File: config.mk
export PLATFORM = sky130hd
export DESIGN_NAME = xcvr_phy_ctrl
export DESIGN_NICKNAME = d
export VERILOG_FILES = /design/src/xcvr_phy_pkg.sv /design/src/xcvr_reset_timer.sv /design/src/xcvr_reset_seq.sv /design/src/xcvr_mgmt_csr.sv /design/src/xcvr_phy_ctrl.sv
export VERILOG_INCLUDE_DIRS = /design/src
export SDC_FILE = /design/constraint.sdc
export NUM_CORES = 1
export LEC_CHECK = 0
export BUFFER_PORTS_ARGS = -buffer_cell sky130_fd_sc_hd__buf_4
export CAP_MARGIN = 20
export CORE_MARGIN = 2
export CORE_UTILIZATION = 47
export DETAILED_ROUTE_END_ITERATION = 16
export GPL_ROUTABILITY_DRIVEN = 0
export HOLD_SLACK_MARGIN = 0.1
export PLACE_DENSITY_LB_ADDON = 0.25
export SYNTH_ARGS = -nofsm -noshare
export SYNTH_HDL_FRONTEND = slang
export SYNTH_SLANG_ARGS = --single-unit
export TNS_END_PERCENT = 1
File: constraint.sdc
create_clock -name mgmt_clk -period 2.24 [get_ports mgmt_clk]
set_input_delay 0.336 -clock mgmt_clk [delete_from_list [all_inputs] [get_ports mgmt_clk]]
set_output_delay 0.336 -clock mgmt_clk [all_outputs]
set_load 0.005 [all_outputs]
File: src/xcvr_phy_settings.svh
//////////////////////////////////////////////////////////////////////
// sizes, register map and sequencer delays for the PHY management side
// include before any module or package that needs them
//////////////////////////////////////////////////////////////////////
`ifndef XCVR_PHY_SETTINGS_SVH
`define XCVR_PHY_SETTINGS_SVH

`define XCVR_LANES          4
`define XCVR_DATA_W         32
`define XCVR_ADDR_W         8

// register map, byte addresses on the management bus
`define XCVR_ADDR_STATUS    8'h01
`define XCVR_ADDR_RESET_CMD 8'h02
`define XCVR_ADDR_TX_DIGRST 8'h03
`define XCVR_ADDR_RX_ANARST 8'h04
`define XCVR_ADDR_RX_DIGRST 8'h05
`define XCVR_ADDR_LOOPBACK  8'h06
`define XCVR_ADDR_LOCK_MODE 8'h07

`define XCVR_PLL_PD_CYCLES  8   // pll power-down hold
`define XCVR_LTD_CYCLES     6   // cdr settle, all lanes locked
`define XCVR_TIMER_W        8

`endif

File: src/xcvr_phy_pkg.sv
//////////////////////////////////////////////////////////////////////
// shared types: sequencer states, register addresses, status/control
//////////////////////////////////////////////////////////////////////
`default_nettype none

`include "xcvr_phy_settings.svh"

package xcvr_phy_pkg;

  typedef enum logic [2:0] {
    ST_PLL_PD,      // everything held in reset
    ST_WAIT_PLL,    // pll up, waiting for lock and tx cal
    ST_RX_ANARST,   // tx running, rx analog still in reset
    ST_WAIT_CDR,    // cdr settle window
    ST_READY
  } reset_state_e;

  typedef enum logic [`XCVR_ADDR_W-1:0] {
    CSR_STATUS    = `XCVR_ADDR_STATUS,
    CSR_RESET_CMD = `XCVR_ADDR_RESET_CMD,
    CSR_TX_DIGRST = `XCVR_ADDR_TX_DIGRST,
    CSR_RX_ANARST = `XCVR_ADDR_RX_ANARST,
    CSR_RX_DIGRST = `XCVR_ADDR_RX_DIGRST,
    CSR_LOOPBACK  = `XCVR_ADDR_LOOPBACK,
    CSR_LOCK_MODE = `XCVR_ADDR_LOCK_MODE
  } csr_addr_e;

  typedef struct packed {
    logic                   pll_locked;
    logic                   tx_cal_busy;
    logic                   rx_cal_busy;
    logic [`XCVR_LANES-1:0] rx_is_lockedtodata;
  } xcvr_status_t;

  typedef struct packed {
    logic                   pll_powerdown;
    logic [`XCVR_LANES-1:0] tx_analogreset;
    logic [`XCVR_LANES-1:0] tx_digitalreset;
    logic [`XCVR_LANES-1:0] rx_analogreset;
    logic [`XCVR_LANES-1:0] rx_digitalreset;
  } lane_reset_t;

  typedef struct packed {
    logic [`XCVR_LANES-1:0] tx_digrst;
    logic [`XCVR_LANES-1:0] rx_anarst;
    logic [`XCVR_LANES-1:0] rx_digrst;
    logic                   reset_all;    // one-cycle pulse
    logic                   reset_rx;     // one-cycle pulse
    logic                   manual_lock;
  } csr_ctrl_t;

  typedef struct packed {
    logic [`XCVR_LANES-1:0] seriallpbken;
    logic [`XCVR_LANES-1:0] set_locktoref;
    logic [`XCVR_LANES-1:0] set_locktodata;
  } xcvr_ctrl_t;

endpackage

`default_nettype wire

File: src/xcvr_reset_timer.sv
//////////////////////////////////////////////////////////////////////
// down-counter for the reset sequencer's power-down and settle windows
//////////////////////////////////////////////////////////////////////
`timescale 1ns/100ps
`default_nettype none

`include "xcvr_phy_settings.svh"

module xcvr_reset_timer (
  input  wire logic                     mgmt_clk,
  input  wire logic                     embedded_reset,
  input  wire logic                     timer_load,
  input  wire logic [`XCVR_TIMER_W-1:0] timer_value,  // must be 1 or more
  output logic                          timer_done
);

  logic [`XCVR_TIMER_W-1:0] count;

  // load value-1 so done shows exactly timer_value cycles after the load
  always_ff @(posedge mgmt_clk) begin
    if (embedded_reset) begin
      count <= '0;                 // idle and done
    end else if (timer_load) begin
      count <= timer_value - 1'b1;
    end else if (count != '0) begin
      count <= count - 1'b1;
    end
  end

  // level, held until the next load
  assign timer_done = (count == '0);

endmodule

`default_nettype wire

File: src/xcvr_reset_seq.sv
//////////////////////////////////////////////////////////////////////
// embedded reset sequencer: pll power-down, tx release, rx release
// lane resets are the per-state resets ORed with the csr overrides
//////////////////////////////////////////////////////////////////////
`timescale 1ns/100ps
`default_nettype none

`include "xcvr_phy_settings.svh"

module xcvr_reset_seq
  import xcvr_phy_pkg::*;
(
  input  wire logic                     mgmt_clk,
  input  wire logic                     embedded_reset,
  input  wire xcvr_status_t             xcvr_status,
  input  wire csr_ctrl_t                csr_ctrl,
  output lane_reset_t                   lane_reset,
  output logic                          tx_ready,
  output logic                          rx_ready,
  output logic                          timer_load,
  output logic [`XCVR_TIMER_W-1:0]      timer_value,
  input  wire logic                     timer_done
);

  reset_state_e state;
  reset_state_e state_nxt;
  logic         load_nxt;
  logic         all_locked;
  logic         timed_out;
  logic         pll_pd_q;
  logic         rx_ana_q;

  assign all_locked = &xcvr_status.rx_is_lockedtodata;
  assign timed_out  = timer_done && !timer_load;   // ignore stale done in load cycle

  assign timer_value = (state == ST_WAIT_CDR) ? `XCVR_TIMER_W'(`XCVR_LTD_CYCLES)
                                              : `XCVR_TIMER_W'(`XCVR_PLL_PD_CYCLES);

  //////////////////////////////////////////////////////////////////////
  // next state
  //////////////////////////////////////////////////////////////////////
  always_comb begin
    state_nxt = state;
    case (state)
      ST_PLL_PD:    if (timed_out) state_nxt = ST_WAIT_PLL;
      ST_WAIT_PLL:  if (xcvr_status.pll_locked && !xcvr_status.tx_cal_busy) begin
        state_nxt = ST_RX_ANARST;
      end
      ST_RX_ANARST: if (!xcvr_status.rx_cal_busy) state_nxt = ST_WAIT_CDR;
      ST_WAIT_CDR:  if (timed_out && (all_locked || csr_ctrl.manual_lock)) begin
        state_nxt = ST_READY;
      end
      ST_READY:     if (!all_locked && !csr_ctrl.manual_lock) state_nxt = ST_WAIT_CDR;
      default:      state_nxt = ST_PLL_PD;
    endcase

    // commands; reset rx only once tx is up
    if (csr_ctrl.reset_rx && (state != ST_PLL_PD) && (state != ST_WAIT_PLL)) begin
      state_nxt = ST_RX_ANARST;
    end
    if (csr_ctrl.reset_all) begin
      state_nxt = ST_PLL_PD;
    end
  end

  // arm timer on entry to a timed state, rearm while any lane is unlocked
  assign load_nxt = csr_ctrl.reset_all ||
                    ((state_nxt == ST_WAIT_CDR) &&
                     ((state != ST_WAIT_CDR) || (!all_locked && !csr_ctrl.manual_lock)));

  //////////////////////////////////////////////////////////////////////
  // state and registered per-state resets
  //////////////////////////////////////////////////////////////////////
  always_ff @(posedge mgmt_clk) begin
    if (embedded_reset) begin
      state      <= ST_PLL_PD;
      timer_load <= 1'b1;        // power-down window starts as reset drops
      pll_pd_q   <= 1'b1;
      rx_ana_q   <= 1'b1;
      tx_ready   <= 1'b0;
      rx_ready   <= 1'b0;
    end else begin
      state      <= state_nxt;
      timer_load <= load_nxt;
      pll_pd_q   <= (state_nxt == ST_PLL_PD);
      rx_ana_q   <= state_nxt inside {ST_PLL_PD, ST_WAIT_PLL, ST_RX_ANARST};
      tx_ready   <= state_nxt inside {ST_RX_ANARST, ST_WAIT_CDR, ST_READY};
      rx_ready   <= (state_nxt == ST_READY);
    end
  end

  // final lane resets
  assign lane_reset.pll_powerdown   = pll_pd_q;
  assign lane_reset.tx_analogreset  = {`XCVR_LANES{pll_pd_q}};  // tracks pll power-down
  assign lane_reset.tx_digitalreset = {`XCVR_LANES{!tx_ready}} | csr_ctrl.tx_digrst;
  assign lane_reset.rx_analogreset  = {`XCVR_LANES{rx_ana_q}} | csr_ctrl.rx_anarst;
  assign lane_reset.rx_digitalreset = {`XCVR_LANES{!rx_ready}} | csr_ctrl.rx_digrst;

endmodule

`default_nettype wire

File: src/xcvr_mgmt_csr.sv
//////////////////////////////////////////////////////////////////////
// management register file: lane overrides, commands, loopback, lock
// writes take effect next cycle, reads take two cycles via waitrequest
//////////////////////////////////////////////////////////////////////
`timescale 1ns/100ps
`default_nettype none

`include "xcvr_phy_settings.svh"

module xcvr_mgmt_csr
  import xcvr_phy_pkg::*;
(
  input  wire logic                    mgmt_clk,
  input  wire logic                    embedded_reset,
  input  wire logic [`XCVR_ADDR_W-1:0] mgmt_address,
  input  wire logic                    mgmt_read,
  input  wire logic                    mgmt_write,
  input  wire logic [`XCVR_DATA_W-1:0] mgmt_writedata,
  input  wire xcvr_status_t            xcvr_status,
  input  wire logic                    tx_ready,
  input  wire logic                    rx_ready,
  output logic [`XCVR_DATA_W-1:0]      mgmt_readdata,
  output logic                         mgmt_waitrequest,
  output csr_ctrl_t                    csr_ctrl,
  output xcvr_ctrl_t                   xcvr_ctrl
);

  logic [`XCVR_LANES-1:0]  tx_digrst_q;
  logic [`XCVR_LANES-1:0]  rx_anarst_q;
  logic [`XCVR_LANES-1:0]  rx_digrst_q;
  logic [`XCVR_LANES-1:0]  loopback_q;
  logic [1:0]              lock_mode_q;   // [0] lock to ref, [1] lock to data
  logic                    reset_all_q;
  logic                    reset_rx_q;
  logic                    rd_ack_q;
  logic                    wr_cmd;
  logic [`XCVR_DATA_W-1:0] rd_mux;
  logic [`XCVR_DATA_W-1:0] readdata_q;

  assign wr_cmd = mgmt_write && (mgmt_address == CSR_RESET_CMD);

  //////////////////////////////////////////////////////////////////////
  // write side
  //////////////////////////////////////////////////////////////////////
  always_ff @(posedge mgmt_clk) begin
    if (embedded_reset) begin
      tx_digrst_q <= '0;
      rx_anarst_q <= '0;
      rx_digrst_q <= '0;
      loopback_q  <= '0;
      lock_mode_q <= '0;
      reset_all_q <= 1'b0;
      reset_rx_q  <= 1'b0;
      rd_ack_q    <= 1'b0;
    end else begin
      reset_all_q <= wr_cmd && mgmt_writedata[0];   // single-cycle pulses
      reset_rx_q  <= wr_cmd && mgmt_writedata[1];
      rd_ack_q    <= mgmt_read && !rd_ack_q;
      if (mgmt_write) begin
        case (mgmt_address)
          CSR_TX_DIGRST: tx_digrst_q <= mgmt_writedata[`XCVR_LANES-1:0];
          CSR_RX_ANARST: rx_anarst_q <= mgmt_writedata[`XCVR_LANES-1:0];
          CSR_RX_DIGRST: rx_digrst_q <= mgmt_writedata[`XCVR_LANES-1:0];
          CSR_LOOPBACK:  loopback_q  <= mgmt_writedata[`XCVR_LANES-1:0];
          CSR_LOCK_MODE: lock_mode_q <= mgmt_writedata[1:0];
          default: ;
        endcase
      end
    end
  end

  //////////////////////////////////////////////////////////////////////
  // read side
  //////////////////////////////////////////////////////////////////////
  always_comb begin
    case (mgmt_address)
      CSR_STATUS:    rd_mux = `XCVR_DATA_W'({xcvr_status.rx_cal_busy,
                                             xcvr_status.tx_cal_busy,
                                             rx_ready,
                                             tx_ready,
                                             xcvr_status.rx_is_lockedtodata,
                                             xcvr_status.pll_locked});
      CSR_RESET_CMD: rd_mux = '0;
      CSR_TX_DIGRST: rd_mux = `XCVR_DATA_W'(tx_digrst_q);
      CSR_RX_ANARST: rd_mux = `XCVR_DATA_W'(rx_anarst_q);
      CSR_RX_DIGRST: rd_mux = `XCVR_DATA_W'(rx_digrst_q);
      CSR_LOOPBACK:  rd_mux = `XCVR_DATA_W'(loopback_q);
      CSR_LOCK_MODE: rd_mux = `XCVR_DATA_W'(lock_mode_q);
      default:       rd_mux = '1;   // undecoded
    endcase
  end

  // capture in the wait cycle, present in the second
  always_ff @(posedge mgmt_clk) begin
    if (mgmt_read && !rd_ack_q) begin
      readdata_q <= rd_mux;
    end
  end

  assign mgmt_readdata    = readdata_q;
  assign mgmt_waitrequest = mgmt_read && !rd_ack_q;

  // to sequencer
  assign csr_ctrl.tx_digrst   = tx_digrst_q;
  assign csr_ctrl.rx_anarst   = rx_anarst_q;
  assign csr_ctrl.rx_digrst   = rx_digrst_q;
  assign csr_ctrl.reset_all   = reset_all_q;
  assign csr_ctrl.reset_rx    = reset_rx_q;
  assign csr_ctrl.manual_lock = |lock_mode_q;   // any forced lock skips cdr wait

  // to transceiver
  assign xcvr_ctrl.seriallpbken   = loopback_q;
  assign xcvr_ctrl.set_locktoref  = {`XCVR_LANES{lock_mode_q[0]}};
  assign xcvr_ctrl.set_locktodata = {`XCVR_LANES{lock_mode_q[1]}};

endmodule

`default_nettype wire

File: src/xcvr_phy_ctrl.sv
//////////////////////////////////////////////////////////////////////
// PHY management top: csr block, reset sequencer and its timer
//////////////////////////////////////////////////////////////////////
`timescale 1ns/100ps
`default_nettype none

`include "xcvr_phy_settings.svh"

module xcvr_phy_ctrl
  import xcvr_phy_pkg::*;
(
  input  wire logic                    mgmt_clk,
  input  wire logic                    embedded_reset,
  input  wire logic [`XCVR_ADDR_W-1:0] mgmt_address,
  input  wire logic                    mgmt_read,
  output logic [`XCVR_DATA_W-1:0]      mgmt_readdata,
  input  wire logic                    mgmt_write,
  input  wire logic [`XCVR_DATA_W-1:0] mgmt_writedata,
  output logic                         mgmt_waitrequest,
  input  wire xcvr_status_t            xcvr_status,
  output lane_reset_t                  lane_reset,
  output xcvr_ctrl_t                   xcvr_ctrl,
  output logic                         tx_ready,
  output logic                         rx_ready
);

  csr_ctrl_t                csr_ctrl;      // overrides and commands
  logic                     timer_load;
  logic [`XCVR_TIMER_W-1:0] timer_value;
  logic                     timer_done;

  xcvr_mgmt_csr csr_i (
    .mgmt_clk         (mgmt_clk),
    .embedded_reset   (embedded_reset),
    .mgmt_address     (mgmt_address),
    .mgmt_read        (mgmt_read),
    .mgmt_write       (mgmt_write),
    .mgmt_writedata   (mgmt_writedata),
    .xcvr_status      (xcvr_status),
    .tx_ready         (tx_ready),
    .rx_ready         (rx_ready),
    .mgmt_readdata    (mgmt_readdata),
    .mgmt_waitrequest (mgmt_waitrequest),
    .csr_ctrl         (csr_ctrl),
    .xcvr_ctrl        (xcvr_ctrl)
  );

  xcvr_reset_seq reset_seq_i (
    .mgmt_clk       (mgmt_clk),
    .embedded_reset (embedded_reset),
    .xcvr_status    (xcvr_status),
    .csr_ctrl       (csr_ctrl),
    .lane_reset     (lane_reset),
    .tx_ready       (tx_ready),
    .rx_ready       (rx_ready),
    .timer_load     (timer_load),
    .timer_value    (timer_value),
    .timer_done     (timer_done)
  );

  xcvr_reset_timer reset_timer_i (
    .mgmt_clk       (mgmt_clk),
    .embedded_reset (embedded_reset),
    .timer_load     (timer_load),
    .timer_value    (timer_value),
    .timer_done     (timer_done)
  );

endmodule

`default_nettype wire

==> results.sh <==
export IMPL_synth_edf_count=10
export IMPL_synth_top_flop_cell="sky130_fd_sc_hd__dfxtp_1"
export IMPL_rows=27
export IMPL_cts_made_buffers=5
export IMPL_syn_area_per_cell_um2=9.06
export IMPL_die_x_um=78.5
export IMPL_drt_pass1_iterations=4
export IMPL_die_ht_um=78.5
export IMPL_stdcell_area_mm2=0.00317
export IMPL_areaGrowthSynthToFinish_pct=21.5
export IMPL_grt_first_pass_wirelength_um=8990
export IMPL_tightest_slew_ns=0.627
export IMPL_place_ws_ns=0.127
export IMPL_grt_max_degree=27
export IMPL_rsz0062_at_grt="false"
export IMPL_netlist_top_cell_by_area="sky130_fd_sc_hd__dfxtp_1"
export IMPL_power_density_mw_per_mm2=567
export IMPL_timing_worst_setup_path_type="flop to flop"
export IMPL_critPathArrivalTime_ns=2.19
export IMPL_post_synth_most_frequent_cells="sky130_fd_sc_hd__dfxtp_1, sky130_fd_sc_hd__nor2_1, sky130_fd_sc_hd__buf_4"
export IMPL_peakVddDrop_mv=0.355
export IMPL_route_vias_total=2093
export IMPL_detailed_place_hpwl_um=4180
export IMPL_portBuffers=86
export IMPL_maxSlewViolCount=0
export IMPL_grt_pass1_vias=1899
export IMPL_dpl_instance_area_mm2=0.00307
export IMPL_layout_core_utilization=0.583
export IMPL_grt_overflow_total=0
export IMPL_worst_slew_margin_rel=0.582
export IMPL_post_cts_hold_buffer_count=0
export IMPL_placed_cells=403
export IMPL_cp_end_kind="flop"
export IMPL_report_final_hold_viol_count=0
export IMPL_die_area_mm2=0.00617
export IMPL_fmaxAchievable_ghz=0.502
export IMPL_cts_tree="built"
export IMPL_detail_route_wl_per_cell_um=13.6
export IMPL_post_route_cells_drive_above_1_share=0.333
export IMPL_synth_cell_type_count=47
export IMPL_yosys_cell_count_top_type="sky130_fd_sc_hd__dfxtp_1"
export IMPL_post_cts_resized=0
export IMPL_antenna_found_initial=0
export IMPL_synth_seq_area_share=0.399
export IMPL_synth_top_cell_area_share=0.284
export IMPL_ctsLongestPathBuffers=2
export IMPL_clock_root_buffer="sky130_fd_sc_hd__clkbuf_8"
export IMPL_wirelength_um=5580
export IMPL_netlist_top_cells_area="sky130_fd_sc_hd__dfxtp_1, sky130_fd_sc_hd__edfxtp_1, sky130_fd_sc_hd__buf_4"
export IMPL_path_max_fanout=3
export IMPL_cellLeakagePower_nw=1.32
export IMPL_cts_clk_slew_worst_paths_ns=0.08
export IMPL_dr_first_iter_drc_count=82
export IMPL_setup_violations_final=0
export IMPL_clock_sinks=47
export IMPL_pin_count=115
export IMPL_required_ns=2.44
export IMPL_later_pin_clock_latency_in_the_skew_report_ns=0.30
export IMPL_antenna_diode_count=0
export IMPL_drv_cap=0
export IMPL_layout_cells_non_filler=411
export IMPL_initial_core_util=0.480
export IMPL_cts_htree_levels=2
export IMPL_grt_use_total=0.185
export IMPL_antenna_violating_nets_post_route=0
export IMPL_status="complete, no violations"
export IMPL_hold_class="input port to flop"
export IMPL_route_detailed_vias_per_inst=5.09
export IMPL_synth_yosys_warnings=0
export IMPL_post_cts_setup_buffer_count=0
export IMPL_synth_async_reset_ratio=0
export IMPL_remaining_drc_errors=0
export IMPL_period_minus_slack_ns=1.99
export IMPL_synthesis_nets=341
export IMPL_ys_ff_latch=47
export IMPL_finish_net_count=391
export IMPL_worstSetupStartpointType="flop"
export IMPL_fin_ws_ns=0.249
export IMPL_postSynthCellCount=288
export IMPL_post_route_period_util=0.889
export IMPL_synth_cell_area_mm2=0.00261
export IMPL_fin_worst_skew_ns=0.0125
export IMPL_placeableCoreArea_mm2=0.00544
export IMPL_timing_setup_tns_ns=0
layer usage:
| layer | vias to the layer above | wire (um) | global-route usage |
|---|---|---|---|
| met1 | 948 | 2670 | 0.244 |
| met4 | 0 | 71 | 0.0649 |
| met5 | - | 0 | 0 |
| met2 | 71 | 2450 | 0.295 |
| li1 | 1068 | - | - |
| met3 | 6 | 386 | 0.0437 |
flip-flops by register name, indices dropped and copies added (netlist names), 2 cells and up:
register             flops
csr_i.loopback_q         4
csr_i.rx_anarst_q        4
reset_timer_i.count      8
csr_i.rx_digrst_q        4
csr_i.lock_mode_q        2
reset_seq_i.state        3
csr_i.tx_digrst_q        4
csr_i.mgmt_readdata     10
kinds of logic after synthesis:
logic type / count (synthesis) / synth area share
compound gates: 45 / 0.112
flops: 47 / 0.399
buf+inv: 56 / 0.132
mux: 24 / 0.103
simple gates: 111 / 0.235
xor+xnor: 3 / 0.0101
fa+ha+maj: 2 / 0.00959
path summary, 6_finish.rpt:
| kind | startpoint | endpoint | slack, ns | depth (start not counted) |
|---|---|---|---|---|
| hold / removal | mgmt_writedata[2] | csr_i.rx_digrst_q[2] | 0.30 | 3 |
| setup / recovery | reset_timer_i.count[0] | reset_seq_i.state[0] | 0.25 | 6 |
| setup reg to reg | reset_timer_i.count[0] | reset_seq_i.state[0] | 0.25 | 6 |
| hold reg to reg | csr_i.rx_digrst_q[1] | csr_i.rx_digrst_q[1] | 0.51 | 2 |
layout make-up:
cell class / instances / area [um2]
fillers: 498 / 2270
multi-input cells: 185 / 1220
flip-flops and latches: 47 / 1040
repair buffers: 90 / 676
well taps: 72 / 90.1
clock buffers: 7 / 76.3
inverters: 9 / 33.8
clock inverters: 1 / 30.0
where the power goes:
part           leakage, nW  internal, mW  total [mW]  switching [mW]
Clock               0.0524         0.334       0.607           0.273
Sequential           0.375         0.889       0.916          0.0271
Combinational        0.890         0.138       0.276           0.138
Total                 1.32          1.36        1.80           0.438
metrics by stage:
step | total power [mW] | hold slack [ns]
3_5_place_dp | 1.21 | 0.500
6_report | 1.80 | 0.298
2_1_floorplan | 1.12 | 0.464
4_1_cts | 1.81 | 0.294
5_1_grt | 1.87 | 0.318
3_3_place_gp | 1.21 | 0.488
critical path, stage by stage (launching register included):
cell and delay (ns):
sky130_fd_sc_hd__dfxtp_1 0.33, sky130_fd_sc_hd__inv_1 0.10, sky130_fd_sc_hd__ha_1 0.19, sky130_fd_sc_hd__or3b_2 0.48, sky130_fd_sc_hd__nor3_1 0.34, sky130_fd_sc_hd__a2111oi_0 0.20, sky130_fd_sc_hd__a211o_1 0.26
layout by cell type, fill, tap and decap left out, types with 5 or more instances in the layout:
cell type                  count
sky130_fd_sc_hd__a21oi_1       6
sky130_fd_sc_hd__buf_4        90
sky130_fd_sc_hd__clkbuf_8      5
sky130_fd_sc_hd__dfxtp_1      37
sky130_fd_sc_hd__edfxtp_1     10
sky130_fd_sc_hd__inv_1         9
sky130_fd_sc_hd__mux2i_1      20
sky130_fd_sc_hd__nand2_1      17
sky130_fd_sc_hd__nand2b_1     13
sky130_fd_sc_hd__nor2_1       36
sky130_fd_sc_hd__nor2b_1       9
sky130_fd_sc_hd__o21ai_0      14
sky130_fd_sc_hd__or2_2         8
Note: power is estimated with default switching activity, not from simulation.
